[src/dp_aux_settings.svh]
`ifndef DP_AUX_SETTINGS_SVH
`define DP_AUX_SETTINGS_SVH

// AUX address and byte widths
`define AUX_ADDR_WIDTH 20
`define AUX_DATA_WIDTH 8

// Cycles without a reply byte before the transaction fails
`define AUX_REPLY_TIMEOUT 64

// Upper bit of each reply code inside the reply header byte
`define AUX_NATIVE_MSB 5
`define AUX_I2C_MSB 7

`endif

[src/dp_aux_req_pkg.sv]
package dp_aux_req_pkg;

    // Request opcode
    // Bit 0 is the read bit and bit 1 the status bit of the I2C nibble
    typedef enum logic [1:0] {
        AUX_CMD_WRITE = 2'b00,
        AUX_CMD_READ  = 2'b01,
        AUX_CMD_WSU   = 2'b10
    } aux_cmd_e;

    // Owner of the outstanding transaction
    typedef enum logic {
        AUX_SRC_LPM = 1'b0,
        AUX_SRC_SPM = 1'b1
    } aux_src_e;

    // Serializer byte position
    typedef enum logic [2:0] {
        SER_IDLE, SER_HDR0, SER_HDR1, SER_HDR2, SER_HDR3, SER_DATA
    } ser_state_e;

endpackage

[src/dp_aux_rply_pkg.sv]
package dp_aux_rply_pkg;

    // Reply code
    // Same encoding in the native and the I2C field of the header
    typedef enum logic [1:0] {
        AUX_REPLY_ACK   = 2'b00,
        AUX_REPLY_NACK  = 2'b01,
        AUX_REPLY_DEFER = 2'b10
    } aux_reply_e;

    // Reply parser states
    typedef enum logic [1:0] {
        RP_WAIT_HDR,
        RP_DATA,
        RP_IDLE
    } rply_state_e;

endpackage

[src/aux_link_ifs.sv]
`timescale 1ns/1ps
`include "dp_aux_settings.svh"

////////////////////
// Request bus from arbiter to serializer
////////////////////
interface aux_req_if
    import dp_aux_req_pkg::*;
();
    // Held by the arbiter for the whole transaction
    logic                       req_vld;
    logic                       req_native;
    aux_cmd_e                   req_cmd;
    logic [`AUX_ADDR_WIDTH-1:0] req_addr;
    logic [`AUX_DATA_WIDTH-1:0] req_len;
    logic [`AUX_DATA_WIDTH-1:0] req_data;
    // One cycle after the last request byte left
    logic                       req_sent;

    modport arbiter (output req_vld, req_native, req_cmd, req_addr, req_len, req_data,
                     input req_sent);
    modport serializer (input req_vld, req_native, req_cmd, req_addr, req_len, req_data,
                        output req_sent);
    // Parser only needs to know when to start waiting
    modport monitor (input req_sent);
endinterface

////////////////////
// Reply bus from parser to arbiter
////////////////////
interface aux_rply_if ();
    // Upper nibble of the header byte, both code fields
    logic                       rply_hdr_vld;
    logic [3:0]                 rply_hdr;
    logic                       rply_data_vld;
    logic [`AUX_DATA_WIDTH-1:0] rply_data;
    logic                       rply_timeout;
    logic                       txn_done;

    modport source (output rply_hdr_vld, rply_hdr, rply_data_vld, rply_data, rply_timeout,
                    txn_done);
    modport sink (input rply_hdr_vld, rply_hdr, rply_data_vld, rply_data, rply_timeout,
                  txn_done);
endinterface

[src/aux_req_arbiter.sv]
`timescale 1ns/1ps
`include "dp_aux_settings.svh"

module aux_req_arbiter
    import dp_aux_req_pkg::*;
    import dp_aux_rply_pkg::*;
(
    input  logic                       clk_AUX,
    input  logic                       rst_n,
    // Link policy maker
    input  logic                       lpm_transaction_vld,
    input  aux_cmd_e                   lpm_cmd,
    input  logic [`AUX_ADDR_WIDTH-1:0] lpm_addr,
    input  logic [`AUX_DATA_WIDTH-1:0] lpm_len,
    input  logic [`AUX_DATA_WIDTH-1:0] lpm_data,
    output logic                       lpm_accept,
    output aux_reply_e                 lpm_reply_ack,
    output logic                       lpm_reply_ack_vld,
    output logic [`AUX_DATA_WIDTH-1:0] lpm_reply_data,
    output logic                       lpm_reply_data_vld,
    output logic                       ctrl_native_failed,
    // Stream policy maker
    input  logic                       spm_transaction_vld,
    input  aux_cmd_e                   spm_cmd,
    input  logic [`AUX_ADDR_WIDTH-1:0] spm_addr,
    input  logic [`AUX_DATA_WIDTH-1:0] spm_len,
    input  logic [`AUX_DATA_WIDTH-1:0] spm_data,
    output logic                       spm_accept,
    output aux_reply_e                 spm_reply_ack,
    output logic                       spm_reply_ack_vld,
    output logic [`AUX_DATA_WIDTH-1:0] spm_reply_data,
    output logic                       spm_reply_data_vld,
    output logic                       ctrl_i2c_failed,
    aux_req_if.arbiter                 req,
    aux_rply_if.sink                   rply
);

    // Header nibble sits in the upper half of the byte
    localparam int NIB = `AUX_DATA_WIDTH / 2;

    typedef enum logic {ARB_IDLE, ARB_BUSY} arb_state_e;

    arb_state_e state;
    aux_src_e   owner;
    logic       lpm_win;
    logic       spm_win;
    aux_reply_e owner_code;

    // Fixed priority, LPM first
    assign lpm_win = (state == ARB_IDLE) && lpm_transaction_vld;
    assign spm_win = (state == ARB_IDLE) && spm_transaction_vld && !lpm_transaction_vld;

    always_ff @(posedge clk_AUX) begin
        if (!rst_n) begin
            state       <= ARB_IDLE;
            owner       <= AUX_SRC_LPM;
            lpm_accept  <= 1'b0;
            spm_accept  <= 1'b0;
            req.req_vld <= 1'b0;
        end else begin
            // Accept pulses together with the rise of req_vld
            lpm_accept <= lpm_win;
            spm_accept <= spm_win;
            case (state)
                ARB_IDLE: begin
                    if (lpm_win || spm_win) begin
                        state       <= ARB_BUSY;
                        owner       <= lpm_win ? AUX_SRC_LPM : AUX_SRC_SPM;
                        req.req_vld <= 1'b1;
                    end
                end
                ARB_BUSY: begin
                    // Free again one cycle after the reply ends
                    if (rply.txn_done) begin
                        state       <= ARB_IDLE;
                        req.req_vld <= 1'b0;
                    end
                end
                default: state <= ARB_IDLE;
            endcase
        end
    end

    // Winner's request held until the next grant
    always_ff @(posedge clk_AUX) begin
        if (lpm_win) begin
            req.req_cmd  <= lpm_cmd;
            req.req_addr <= lpm_addr;
            req.req_len  <= lpm_len;
            req.req_data <= lpm_data;
        end else if (spm_win) begin
            req.req_cmd  <= spm_cmd;
            req.req_addr <= spm_addr;
            req.req_len  <= spm_len;
            req.req_data <= spm_data;
        end
    end

    // LPM speaks native AUX, SPM speaks I2C over AUX
    assign req.req_native = (owner == AUX_SRC_LPM);

    ////////////////////
    // Reply routing to the owner
    ////////////////////
    assign owner_code = (owner == AUX_SRC_LPM) ?
                        aux_reply_e'(rply.rply_hdr[`AUX_NATIVE_MSB-NIB -: 2]) :
                        aux_reply_e'(rply.rply_hdr[`AUX_I2C_MSB-NIB -: 2]);

    assign lpm_reply_ack      = owner_code;
    assign spm_reply_ack      = owner_code;
    assign lpm_reply_data     = rply.rply_data;
    assign spm_reply_data     = rply.rply_data;
    assign lpm_reply_ack_vld  = rply.rply_hdr_vld && (owner == AUX_SRC_LPM);
    assign spm_reply_ack_vld  = rply.rply_hdr_vld && (owner == AUX_SRC_SPM);
    assign lpm_reply_data_vld = rply.rply_data_vld && (owner == AUX_SRC_LPM);
    assign spm_reply_data_vld = rply.rply_data_vld && (owner == AUX_SRC_SPM);
    // Timeout goes only to whoever is waiting
    assign ctrl_native_failed = rply.rply_timeout && (owner == AUX_SRC_LPM);
    assign ctrl_i2c_failed    = rply.rply_timeout && (owner == AUX_SRC_SPM);

    // Reply pulses are routed by owner, so they belong inside a transaction
    a_rply_busy: assert property (@(posedge clk_AUX) disable iff (!rst_n)
        rply.rply_hdr_vld || rply.rply_data_vld || rply.rply_timeout |-> state == ARB_BUSY)
        else $error("Reply pulse seen while arbiter idle");

    // Parser must not close a transaction that was never granted
    a_done_busy: assert property (@(posedge clk_AUX) disable iff (!rst_n)
        rply.txn_done |-> state == ARB_BUSY)
        else $error("txn_done seen while arbiter idle");

endmodule

[src/aux_req_serializer.sv]
`timescale 1ns/1ps
`include "dp_aux_settings.svh"

module aux_req_serializer
    import dp_aux_req_pkg::*;
(
    input  logic                       clk_AUX,
    input  logic                       rst_n,
    input  logic                       aux_tx_ready,
    output logic [`AUX_DATA_WIDTH-1:0] aux_tx_byte,
    output logic                       aux_tx_vld,
    output logic                       aux_tx_last,
    aux_req_if.serializer              req
);

    localparam int DW = `AUX_DATA_WIDTH;
    localparam int AW = `AUX_ADDR_WIDTH;

    ser_state_e state;
    logic       req_taken;
    logic       xfer;
    logic       is_read;
    logic       has_data;
    logic [3:0] cmd_nibble;

    assign is_read  = (req.req_cmd == AUX_CMD_READ);
    // Write and write-status-update carry one data byte
    assign has_data = !is_read;

    // Native 1,0,0,R and I2C 0,0,S,R
    assign cmd_nibble = req.req_native ? {1'b1, 2'b00, is_read} :
                        {2'b00, req.req_cmd == AUX_CMD_WSU, is_read};

    // Byte moves only with both sides high
    assign aux_tx_vld = (state != SER_IDLE);
    assign xfer       = aux_tx_vld && aux_tx_ready;

    ////////////////////
    // Byte select by position
    ////////////////////
    always_comb begin
        aux_tx_byte = '0;
        aux_tx_last = 1'b0;
        case (state)
            SER_HDR0: aux_tx_byte = {cmd_nibble, req.req_addr[AW-1 -: AW-2*DW]};
            SER_HDR1: aux_tx_byte = req.req_addr[2*DW-1 -: DW];
            SER_HDR2: aux_tx_byte = req.req_addr[DW-1:0];
            SER_HDR3: begin
                aux_tx_byte = req.req_len;
                aux_tx_last = !has_data;
            end
            SER_DATA: begin
                aux_tx_byte = req.req_data;
                aux_tx_last = 1'b1;
            end
            default: aux_tx_byte = '0;
        endcase
    end

    always_ff @(posedge clk_AUX) begin
        if (!rst_n) begin
            state        <= SER_IDLE;
            req_taken    <= 1'b0;
            req.req_sent <= 1'b0;
        end else begin
            req.req_sent <= xfer && aux_tx_last;
            // Rearm once the arbiter drops the request
            if (!req.req_vld) begin
                req_taken <= 1'b0;
            end
            case (state)
                SER_IDLE: begin
                    if (req.req_vld && !req_taken) begin
                        state     <= SER_HDR0;
                        req_taken <= 1'b1;
                    end
                end
                SER_HDR0: if (xfer) state <= SER_HDR1;
                SER_HDR1: if (xfer) state <= SER_HDR2;
                SER_HDR2: if (xfer) state <= SER_HDR3;
                SER_HDR3: if (xfer) state <= has_data ? SER_DATA : SER_IDLE;
                SER_DATA: if (xfer) state <= SER_IDLE;
                default:  state <= SER_IDLE;
            endcase
        end
    end

    // Stall holds the byte, relies on the arbiter holding the request
    a_stall_stable: assert property (@(posedge clk_AUX) disable iff (!rst_n)
        aux_tx_vld && !aux_tx_ready |=> aux_tx_vld && $stable(aux_tx_byte) && $stable(aux_tx_last))
        else $error("TX byte changed while stalled");

    // Single data byte per write
    a_write_len: assert property (@(posedge clk_AUX) disable iff (!rst_n)
        req.req_vld && has_data |-> req.req_len == '0)
        else $error("Write request with nonzero length");

    a_wsu_i2c: assert property (@(posedge clk_AUX) disable iff (!rst_n)
        req.req_vld && req.req_cmd == AUX_CMD_WSU |-> !req.req_native)
        else $error("Write-status-update on a native request");

endmodule

[src/aux_reply_parser.sv]
`timescale 1ns/1ps
`include "dp_aux_settings.svh"

module aux_reply_parser
    import dp_aux_rply_pkg::*;
(
    input  logic                       clk_AUX,
    input  logic                       rst_n,
    input  logic [`AUX_DATA_WIDTH-1:0] aux_rx_byte,
    input  logic                       aux_rx_vld,
    input  logic                       aux_rx_last,
    aux_req_if.monitor                 req,
    aux_rply_if.source                 rply
);

    localparam int TMO_W = $clog2(`AUX_REPLY_TIMEOUT + 1);

    rply_state_e      state;
    logic [TMO_W-1:0] tmo_cnt;
    logic             tmo_hit;

    assign tmo_hit = (tmo_cnt == TMO_W'(`AUX_REPLY_TIMEOUT - 1));

    always_ff @(posedge clk_AUX) begin
        if (!rst_n) begin
            state              <= RP_IDLE;
            tmo_cnt            <= '0;
            rply.rply_hdr_vld  <= 1'b0;
            rply.rply_data_vld <= 1'b0;
            rply.rply_timeout  <= 1'b0;
            rply.txn_done      <= 1'b0;
        end else begin
            // All outputs are single cycle pulses
            rply.rply_hdr_vld  <= 1'b0;
            rply.rply_data_vld <= 1'b0;
            rply.rply_timeout  <= 1'b0;
            rply.txn_done      <= 1'b0;
            case (state)
                RP_IDLE: begin
                    // Stray bytes here are dropped
                    tmo_cnt <= '0;
                    if (req.req_sent) state <= RP_WAIT_HDR;
                end
                RP_WAIT_HDR, RP_DATA: begin
                    if (aux_rx_vld) begin
                        // First byte is the header, the rest data
                        rply.rply_hdr_vld  <= (state == RP_WAIT_HDR);
                        rply.rply_data_vld <= (state == RP_DATA);
                        tmo_cnt            <= '0;
                        state              <= aux_rx_last ? RP_IDLE : RP_DATA;
                        rply.txn_done      <= aux_rx_last;
                    end else if (tmo_hit) begin
                        rply.rply_timeout <= 1'b1;
                        rply.txn_done     <= 1'b1;
                        state             <= RP_IDLE;
                    end else begin
                        tmo_cnt <= tmo_cnt + 1'b1;
                    end
                end
                default: state <= RP_IDLE;
            endcase
        end
    end

    ////////////////////
    // Reply payload capture
    ////////////////////
    always_ff @(posedge clk_AUX) begin
        if (aux_rx_vld && state == RP_WAIT_HDR) begin
            rply.rply_hdr <= aux_rx_byte[`AUX_DATA_WIDTH-1 -: 4];
        end
        if (aux_rx_vld) rply.rply_data <= aux_rx_byte;
    end

    // A new request only completes once the previous reply has ended
    a_sent_idle: assert property (@(posedge clk_AUX) disable iff (!rst_n)
        req.req_sent |-> state == RP_IDLE)
        else $error("Request sent while a reply was still awaited");

endmodule

[src/dp_aux_link_top.sv]
`timescale 1ns/1ps
`include "dp_aux_settings.svh"

module dp_aux_link_top
    import dp_aux_req_pkg::*;
    import dp_aux_rply_pkg::*;
(
    input  logic                       clk_AUX,
    input  logic                       rst_n,
    // Link policy maker
    input  logic                       lpm_transaction_vld,
    input  aux_cmd_e                   lpm_cmd,
    input  logic [`AUX_ADDR_WIDTH-1:0] lpm_addr,
    input  logic [`AUX_DATA_WIDTH-1:0] lpm_len,
    input  logic [`AUX_DATA_WIDTH-1:0] lpm_data,
    output logic                       lpm_accept,
    output aux_reply_e                 lpm_reply_ack,
    output logic                       lpm_reply_ack_vld,
    output logic [`AUX_DATA_WIDTH-1:0] lpm_reply_data,
    output logic                       lpm_reply_data_vld,
    output logic                       ctrl_native_failed,
    // Stream policy maker
    input  logic                       spm_transaction_vld,
    input  aux_cmd_e                   spm_cmd,
    input  logic [`AUX_ADDR_WIDTH-1:0] spm_addr,
    input  logic [`AUX_DATA_WIDTH-1:0] spm_len,
    input  logic [`AUX_DATA_WIDTH-1:0] spm_data,
    output logic                       spm_accept,
    output aux_reply_e                 spm_reply_ack,
    output logic                       spm_reply_ack_vld,
    output logic [`AUX_DATA_WIDTH-1:0] spm_reply_data,
    output logic                       spm_reply_data_vld,
    output logic                       ctrl_i2c_failed,
    // PHY byte streams
    output logic [`AUX_DATA_WIDTH-1:0] aux_tx_byte,
    output logic                       aux_tx_vld,
    input  logic                       aux_tx_ready,
    output logic                       aux_tx_last,
    input  logic [`AUX_DATA_WIDTH-1:0] aux_rx_byte,
    input  logic                       aux_rx_vld,
    input  logic                       aux_rx_last
);

    aux_req_if  req_bus ();
    aux_rply_if rply_bus ();

    // Request side, reply side and policy maker routing
    aux_req_arbiter    u_arbiter    (.req(req_bus), .rply(rply_bus), .*);
    aux_req_serializer u_serializer (.req(req_bus), .*);
    aux_reply_parser   u_parser     (.req(req_bus), .rply(rply_bus), .*);

endmodule

[config.mk]
export PLATFORM = sky130hd
export DESIGN_NAME = dp_aux_link_top
export DESIGN_NICKNAME = d
export VERILOG_FILES = /design/src/dp_aux_req_pkg.sv /design/src/dp_aux_rply_pkg.sv /design/src/aux_link_ifs.sv /design/src/aux_req_arbiter.sv /design/src/aux_req_serializer.sv /design/src/aux_reply_parser.sv /design/src/dp_aux_link_top.sv
export VERILOG_INCLUDE_DIRS = /design/src
export SDC_FILE = /design/constraint.sdc
export NUM_CORES = 1
export LEC_CHECK = 0
export BUFFER_PORTS_ARGS = -buffer_cell sky130_fd_sc_hd__buf_2
export CORE_ASPECT_RATIO = 1.2
export CORE_MARGIN = 3
export CORE_UTILIZATION = 30
export DETAILED_ROUTE_END_ITERATION = 8
export GPL_TIMING_DRIVEN = 0
export HOLD_SLACK_MARGIN = 0.05
export PLACE_DENSITY_LB_ADDON = 0.1
export SYNTH_ARGS = -nofsm -noshare
export SYNTH_HDL_FRONTEND = slang
export SYNTH_SLANG_ARGS = --single-unit
[constraint.sdc]
create_clock -name clk_AUX -period 4.45 [get_ports clk_AUX]
set_clock_uncertainty 0.2 [all_clocks]
set_input_delay 0.89 -clock clk_AUX [delete_from_list [all_inputs] [get_ports clk_AUX]]
set_output_delay 0.89 -clock clk_AUX [all_outputs]
set_load 0.02 [all_outputs]
==> Yosys cells after proc, flatten, opt, wreduce, memory -nomap -nowiden <==
Index checks and enable logic that the tools add are counted.
{ "classes": {"reduce_logical": 30, "bitwise": 4, "n_eq_ne": 21, "addsub": 1, "mux": 40} }
{ "op_table": {"columns": ["op", "count"], "rows": [
  ["20-bit two-way mux", 2],
  ["8-bit one-hot mux with 5 select lines", 1],
  ["8-bit two-way mux", 4],
  ["3-bit two-way mux", 7],
  ["3-bit one-hot mux with 6 select lines", 1],
  ["2-bit two-way mux", 7],
  ["7-bit two-way mux", 2],
  ["2-bit by 1-bit != test with 1-bit output (second input constant)", 7],
  ["7-bit one-hot mux with 2 select lines", 1],
  ["1-bit logical AND", 13],
  ["1-bit two-way mux", 10],
  ["2-bit AND reduction", 5],
  ["7-bit by 1-bit adder with 7-bit output (second input constant)", 1],
  ["7-bit by 6-bit equality test with 1-bit output (second input constant)", 1],
  ["3-bit by 2-bit equality test with 1-bit output (second input constant)", 2],
  ["3-bit equality test (second input constant)", 2],
  ["1-bit one-hot mux with 2 select lines", 3],
  ["6-bit AND reduction", 1],
  ["2-bit by 1-bit equality test with 1-bit output (second input constant)", 2],
  ["2-bit equality test (second input constant)", 2],
  ["4-bit two-way mux", 1],
  ["2-bit != test (second input constant)", 2],
  ["1-bit NOT", 4],
  ["2-bit one-hot mux with 2 select lines", 1],
  ["12 further kinds", 14]
]} }
{ "totals": {"input_bits": 91, "word_cells": 116, "reg_bits": 73} }

==> Longest topological paths before layout <==
{ "logic_depth": {"depth_word": 6, "ltp_mapped": 6} }

==> Modules after synthesis <==
Synthesis repeated with hierarchy kept, for this count alone.
{ "hier_totals": {"hier_cells": 279, "area_unflattened_um2": 3784.9} }
{ "modules_own_cells": {"columns": ["mod", "instances", "cells_each", "area_per_inst_um2"], "rows": [
  ["aux_req_arbiter", 1, 125, 2182.1],
  ["aux_reply_parser", 1, 80, 980.9],
  ["aux_req_serializer", 1, 74, 621.8]
]} }

==> Worst setup path after synthesis <==
Ideal clock, no wire load.
{ "synth_timing": {"path_type": "input-to-reg", "start": "input port lpm_transaction_vld", "end": "register u_arbiter.req.req_addr[0] (enable)", "slack_ps": 1213, "path_buffers": 0, "stages": 2, "arrival_ps": 2600, "setup_time_ps": 437, "cell_sequence": "nor2_1 > nor2_1"} }
{ "synth_between": {"elab_chain_cells": 3} }
{ "synth_rtl": {"columns": ["element", "line_no", "source"], "rows": [
  ["from (decl)", "dp_aux_link_top.sv:11", "input logic lpm_transaction_vld,"],
  ["1-bit zero test", "aux_req_arbiter.sv:51", "assign spm_win = (state == ARB_IDLE) && spm_transaction_vld && !lpm_transaction_vld;"],
  ["1-bit logical AND", "aux_req_arbiter.sv:51", null],
  ["2-bit nonzero test (no source line) *", null, null],
  ["to (signal assigned)", "aux_req_arbiter.sv:88", "req.req_addr <= lpm_addr;"],
  ["to (signal assigned)", "aux_req_arbiter.sv:93", "req.req_addr <= spm_addr;"],
  ["to (decl)", "aux_link_ifs.sv:20", "modport arbiter (output req_vld, req_native, req_cmd, req_addr, req_len, req_data,"]
]} }
Mark *: on every way between the ends. The rest lies on a longest branch, timed or not.
A chain may end at the register's enable or synchronous reset.

==> Worst setup path in the final report <==
{ "layout_timing": {"start": "register u_serializer.state[2]", "end": "output port aux_tx_byte[4]"} }
{ "layout_between": {"elab_chain_cells": 2} }
{ "layout_rtl": {"columns": ["element", "line_no", "source"], "rows": [
  ["from (decl)", "aux_req_serializer.sv:19", "ser_state_e state;"],
  ["from (signal assigned)", "aux_req_serializer.sv:81", "SER_HDR3: if (xfer) state <= has_data ? SER_DATA : SER_IDLE;"],
  ["3-bit equality test (tied with other cells)", "aux_req_serializer.sv:44", "case (state)"],
  ["8-bit one-hot mux with 5 select lines *", "aux_req_serializer.sv:44", null],
  ["to (decl)", "dp_aux_link_top.sv:35", "output logic [`AUX_DATA_WIDTH-1:0] aux_tx_byte,"]
]} }
Marks and branches as above.

==> flow_summary.toml <==
[status]
outcome = "complete, no violations"

[clocking]
cts-root-buf = "clkbuf_16"
clk_latency_ps = 320
cts_tree = "done"
cts_buffers = 9
htree_num_levels = 3
cts_setup_buffers = 0
cts_resized = 0
cts_sinks = 73
cts.clk_slew.worst_paths_ps = 60
cts_max_path_buffers = 2
ctsHoldBuffers = 0

[global_routing]
grt_usage = 0.132
first_global_vias = 2581
antenna_found_initial = 0
grt_max_degree = 31
overflow = 0
grt_pass1_wl_um = 12600

[sta]
setup_violations = 0
finalCritPeriodShare = 0.695
finalHoldViolations = 0
max_slew_margin = 0.671
fmax_mhz = 323
holdWs_ps = 248
worst_slack_ps = 1360
maxSlewViolCount = 0
tns_ps = 0
worst_slew_pin_slew_ps = 494
rsz0062_at_grt = "no"
period_minus_slack_ps = 3090

[logic_synthesis]
synth-edff-count = 50
seq_area_frac_synth = 0.577
netlist_area_mm2 = 0.00340
yosys_register_bits = 73
yosysWarnings = 0
avgSynthCellArea_um2 = 12.4
ys_async_sr_fraction = 0
synthFlopType = "edfxtp_1"
yosys.cell_types.count = 42
syn_nets = 367
syn_inst = 275

[layout]
diodes = 0
fin_nets = 507
syn_to_final_growth_pct = 34.2
n_fill_cell = 1042
drive_above_1_share = 0.483

[pwr]
powerDensity_mw_per_mm2 = 411
p_leak_uw = 0.00187
p_sw_uw = 426
p_comb_frac = 0.142
p_seq_frac = 0.427
internal_power_uw = 1450
p_clk_frac = 0.431
total_power_uw = 1880
irDropWorstVdd_v = 0.000195
swShare = 0.227

[worst_setup_path]
cp-startpoint = "u_serializer.state[2]"
cp.arrival_ps = 2000
r2r-start = "u_parser.tmo_cnt[0]"
critPathRequiredTime_ps = 3360
startpoint_type = "register"
timing.rr.end = "u_parser.state[1]"
crit_fanout = 10
ff2ff_setup_slack_ps = 2490
critPathCapture = "aux_tx_byte[4]"
r2r_cells = 6
crit_type = "reg -> out"
endpoint_kind = "output pin"

[drt]
vias = 2570
drc_errors = 0
totalWireLength_um = 8030
wl_per_cell_um = 14.6
ant_nets = 0
first_iter_violations = 71
viasPerCell = 4.68
dr.pass1.iters = 4

[placement]
routabilityCongestion = 0.670
dp_worst_setup_slack_ps = 1670
dp_hpwl_um = 6050
portBuffers = 128

[floorplanning]
core_mm2 = 0.0108
num_io_pins = 129
die_y_um = 123
dieArea_mm2 = 0.0127
start_util = 0.316
num_rows = 41
die_w_um = 103

[hold_path]
hold_path.class = "reg -> reg"
hp-start = "u_arbiter.req.req_vld"

[run]
drv_cap = 0
[power groups by stage]
stage,Clock (µW),Sequential [µW],Combinational [µW]
after CTS,825,802,273
after global routing,858,808,298
after floorplan,0,822,153
after global placement,0,817,266
final,809,802,266
after detailed placement,0,816,272
[critical path, stage by stage, from the launching register on]
cell      delay (ps)
dfxtp_1          290
buf_2            170
nor2b_1          240
clkbuf_1         420
nand2_1          110
a31oi_1          230
buf_2            200
[synth_stat cells, types with 4 or more instances]
library cell,n,area share
a21oi_1,20,0.029
a221oi_1,6,0.015
and2_1,5,0.0092
buf_2,8,0.012
buf_4,10,0.022
clkbuf_1,7,0.0077
dfxtp_1,23,0.14
edfxtp_1,50,0.44
mux2_1,4,0.013
mux2_2,38,0.13
mux2i_1,6,0.018
nand2_1,14,0.015
nand2b_1,5,0.0092
nand3_1,5,0.0074
nor2_1,17,0.019
nor2b_1,11,0.020
o21ai_0,5,0.0074
[placed cells by master (no fill, tap or decap), drive strengths merged, types with 2 or more instances in the layout]
cell type | Yosys | routed
a21oi | 20 | 20
a221oi | 6 | 6
a2bb2oi | 3 | 3
a31oi | 4 | 4
and2 | 5 | 5
and3 | 2 | 2
buf | 18 | 147
bufinv | 0 | 3
clkbuf | 7 | 17
clkinv | 0 | 2
dfxtp | 23 | 23
edfxtp | 50 | 50
inv | 3 | 3
mux2 | 42 | 42
mux2i | 6 | 6
nand2 | 14 | 14
nand2b | 5 | 5
nand3 | 6 | 6
nand3b | 2 | 2
nor2 | 17 | 17
nor2b | 11 | 11
nor3b | 2 | 2
nor4bb | 2 | 2
o21a | 2 | 2
o21ai | 8 | 8
or2 | 3 | 3
or3 | 3 | 3
[cells by family after synthesis]
kind of cell | after synthesis | synth area share
DFF | 73 | 0.577
xor gates and xnor gates | 1 | 0.00257
muxes | 48 | 0.157
and+or+nand+nor | 76 | 0.124
buffers and inverters | 28 | 0.0449
AOI/OAI and AO/OA | 48 | 0.0919
adders and majority gates | 1 | 0.00368
[flip-flops by register name, indices dropped and copies added, names as in the netlist, 2 cells and up]
name and count:
u_arbiter.req.req_addr 20, u_arbiter.req.req_data 8, u_arbiter.req.req_len 8, u_parser.rply.rply_data 8, u_parser.tmo_cnt 7, u_parser.rply.rply_hdr 4, u_serializer.state 3, u_arbiter.req.req_cmd 2
u_parser.state 2
[stage by stage]
step,cell area (µm²),instances,util
6_report,4570,549,0.424
5_1_grt,4570,549,0.424
4_1_cts,4570,549,0.424
3_5_place_dp,4230,533,0.393
3_3_place_gp,4200,532,0.390
2_1_floorplan,3400,275,-
[metal layers]
layer  wire [µm]  vias to the layer above  share of wire  track usage
met2        3960                       86           0.49        0.221
met1        3460                     1185           0.43        0.161
met4         102                        0          0.013       0.0437
li1            -                     1291              -            -
met5           0                        -              0            0
met3         513                        8          0.064       0.0375
[worst min-delay path by stage]
stage	end	slack, ps	cells after the start
finish	u_serializer.req_taken	250	2
floorplan	u_serializer.req_taken	230	2
CTS	u_serializer.req_taken	250	2
global placement	u_serializer.req_taken	250	2
global route	u_serializer.req_taken	290	2
detailed placement	u_serializer.req_taken	250	2
[layout make-up]
type                            count  area [µm²]  area share
Buffer                             25         141      0.0310
Inverter                            3        11.3     0.00247
Multi-Input combinational cell    174        1290       0.284
Clock inverter                      6         106      0.0233
Tap cell                          129         161      0.0353
Timing Repair Buffer              129         661       0.145
Sequential cell                    73        1960       0.430
Clock buffer                       10         229      0.0501
Note: power is estimated with default switching activity, not from simulation.
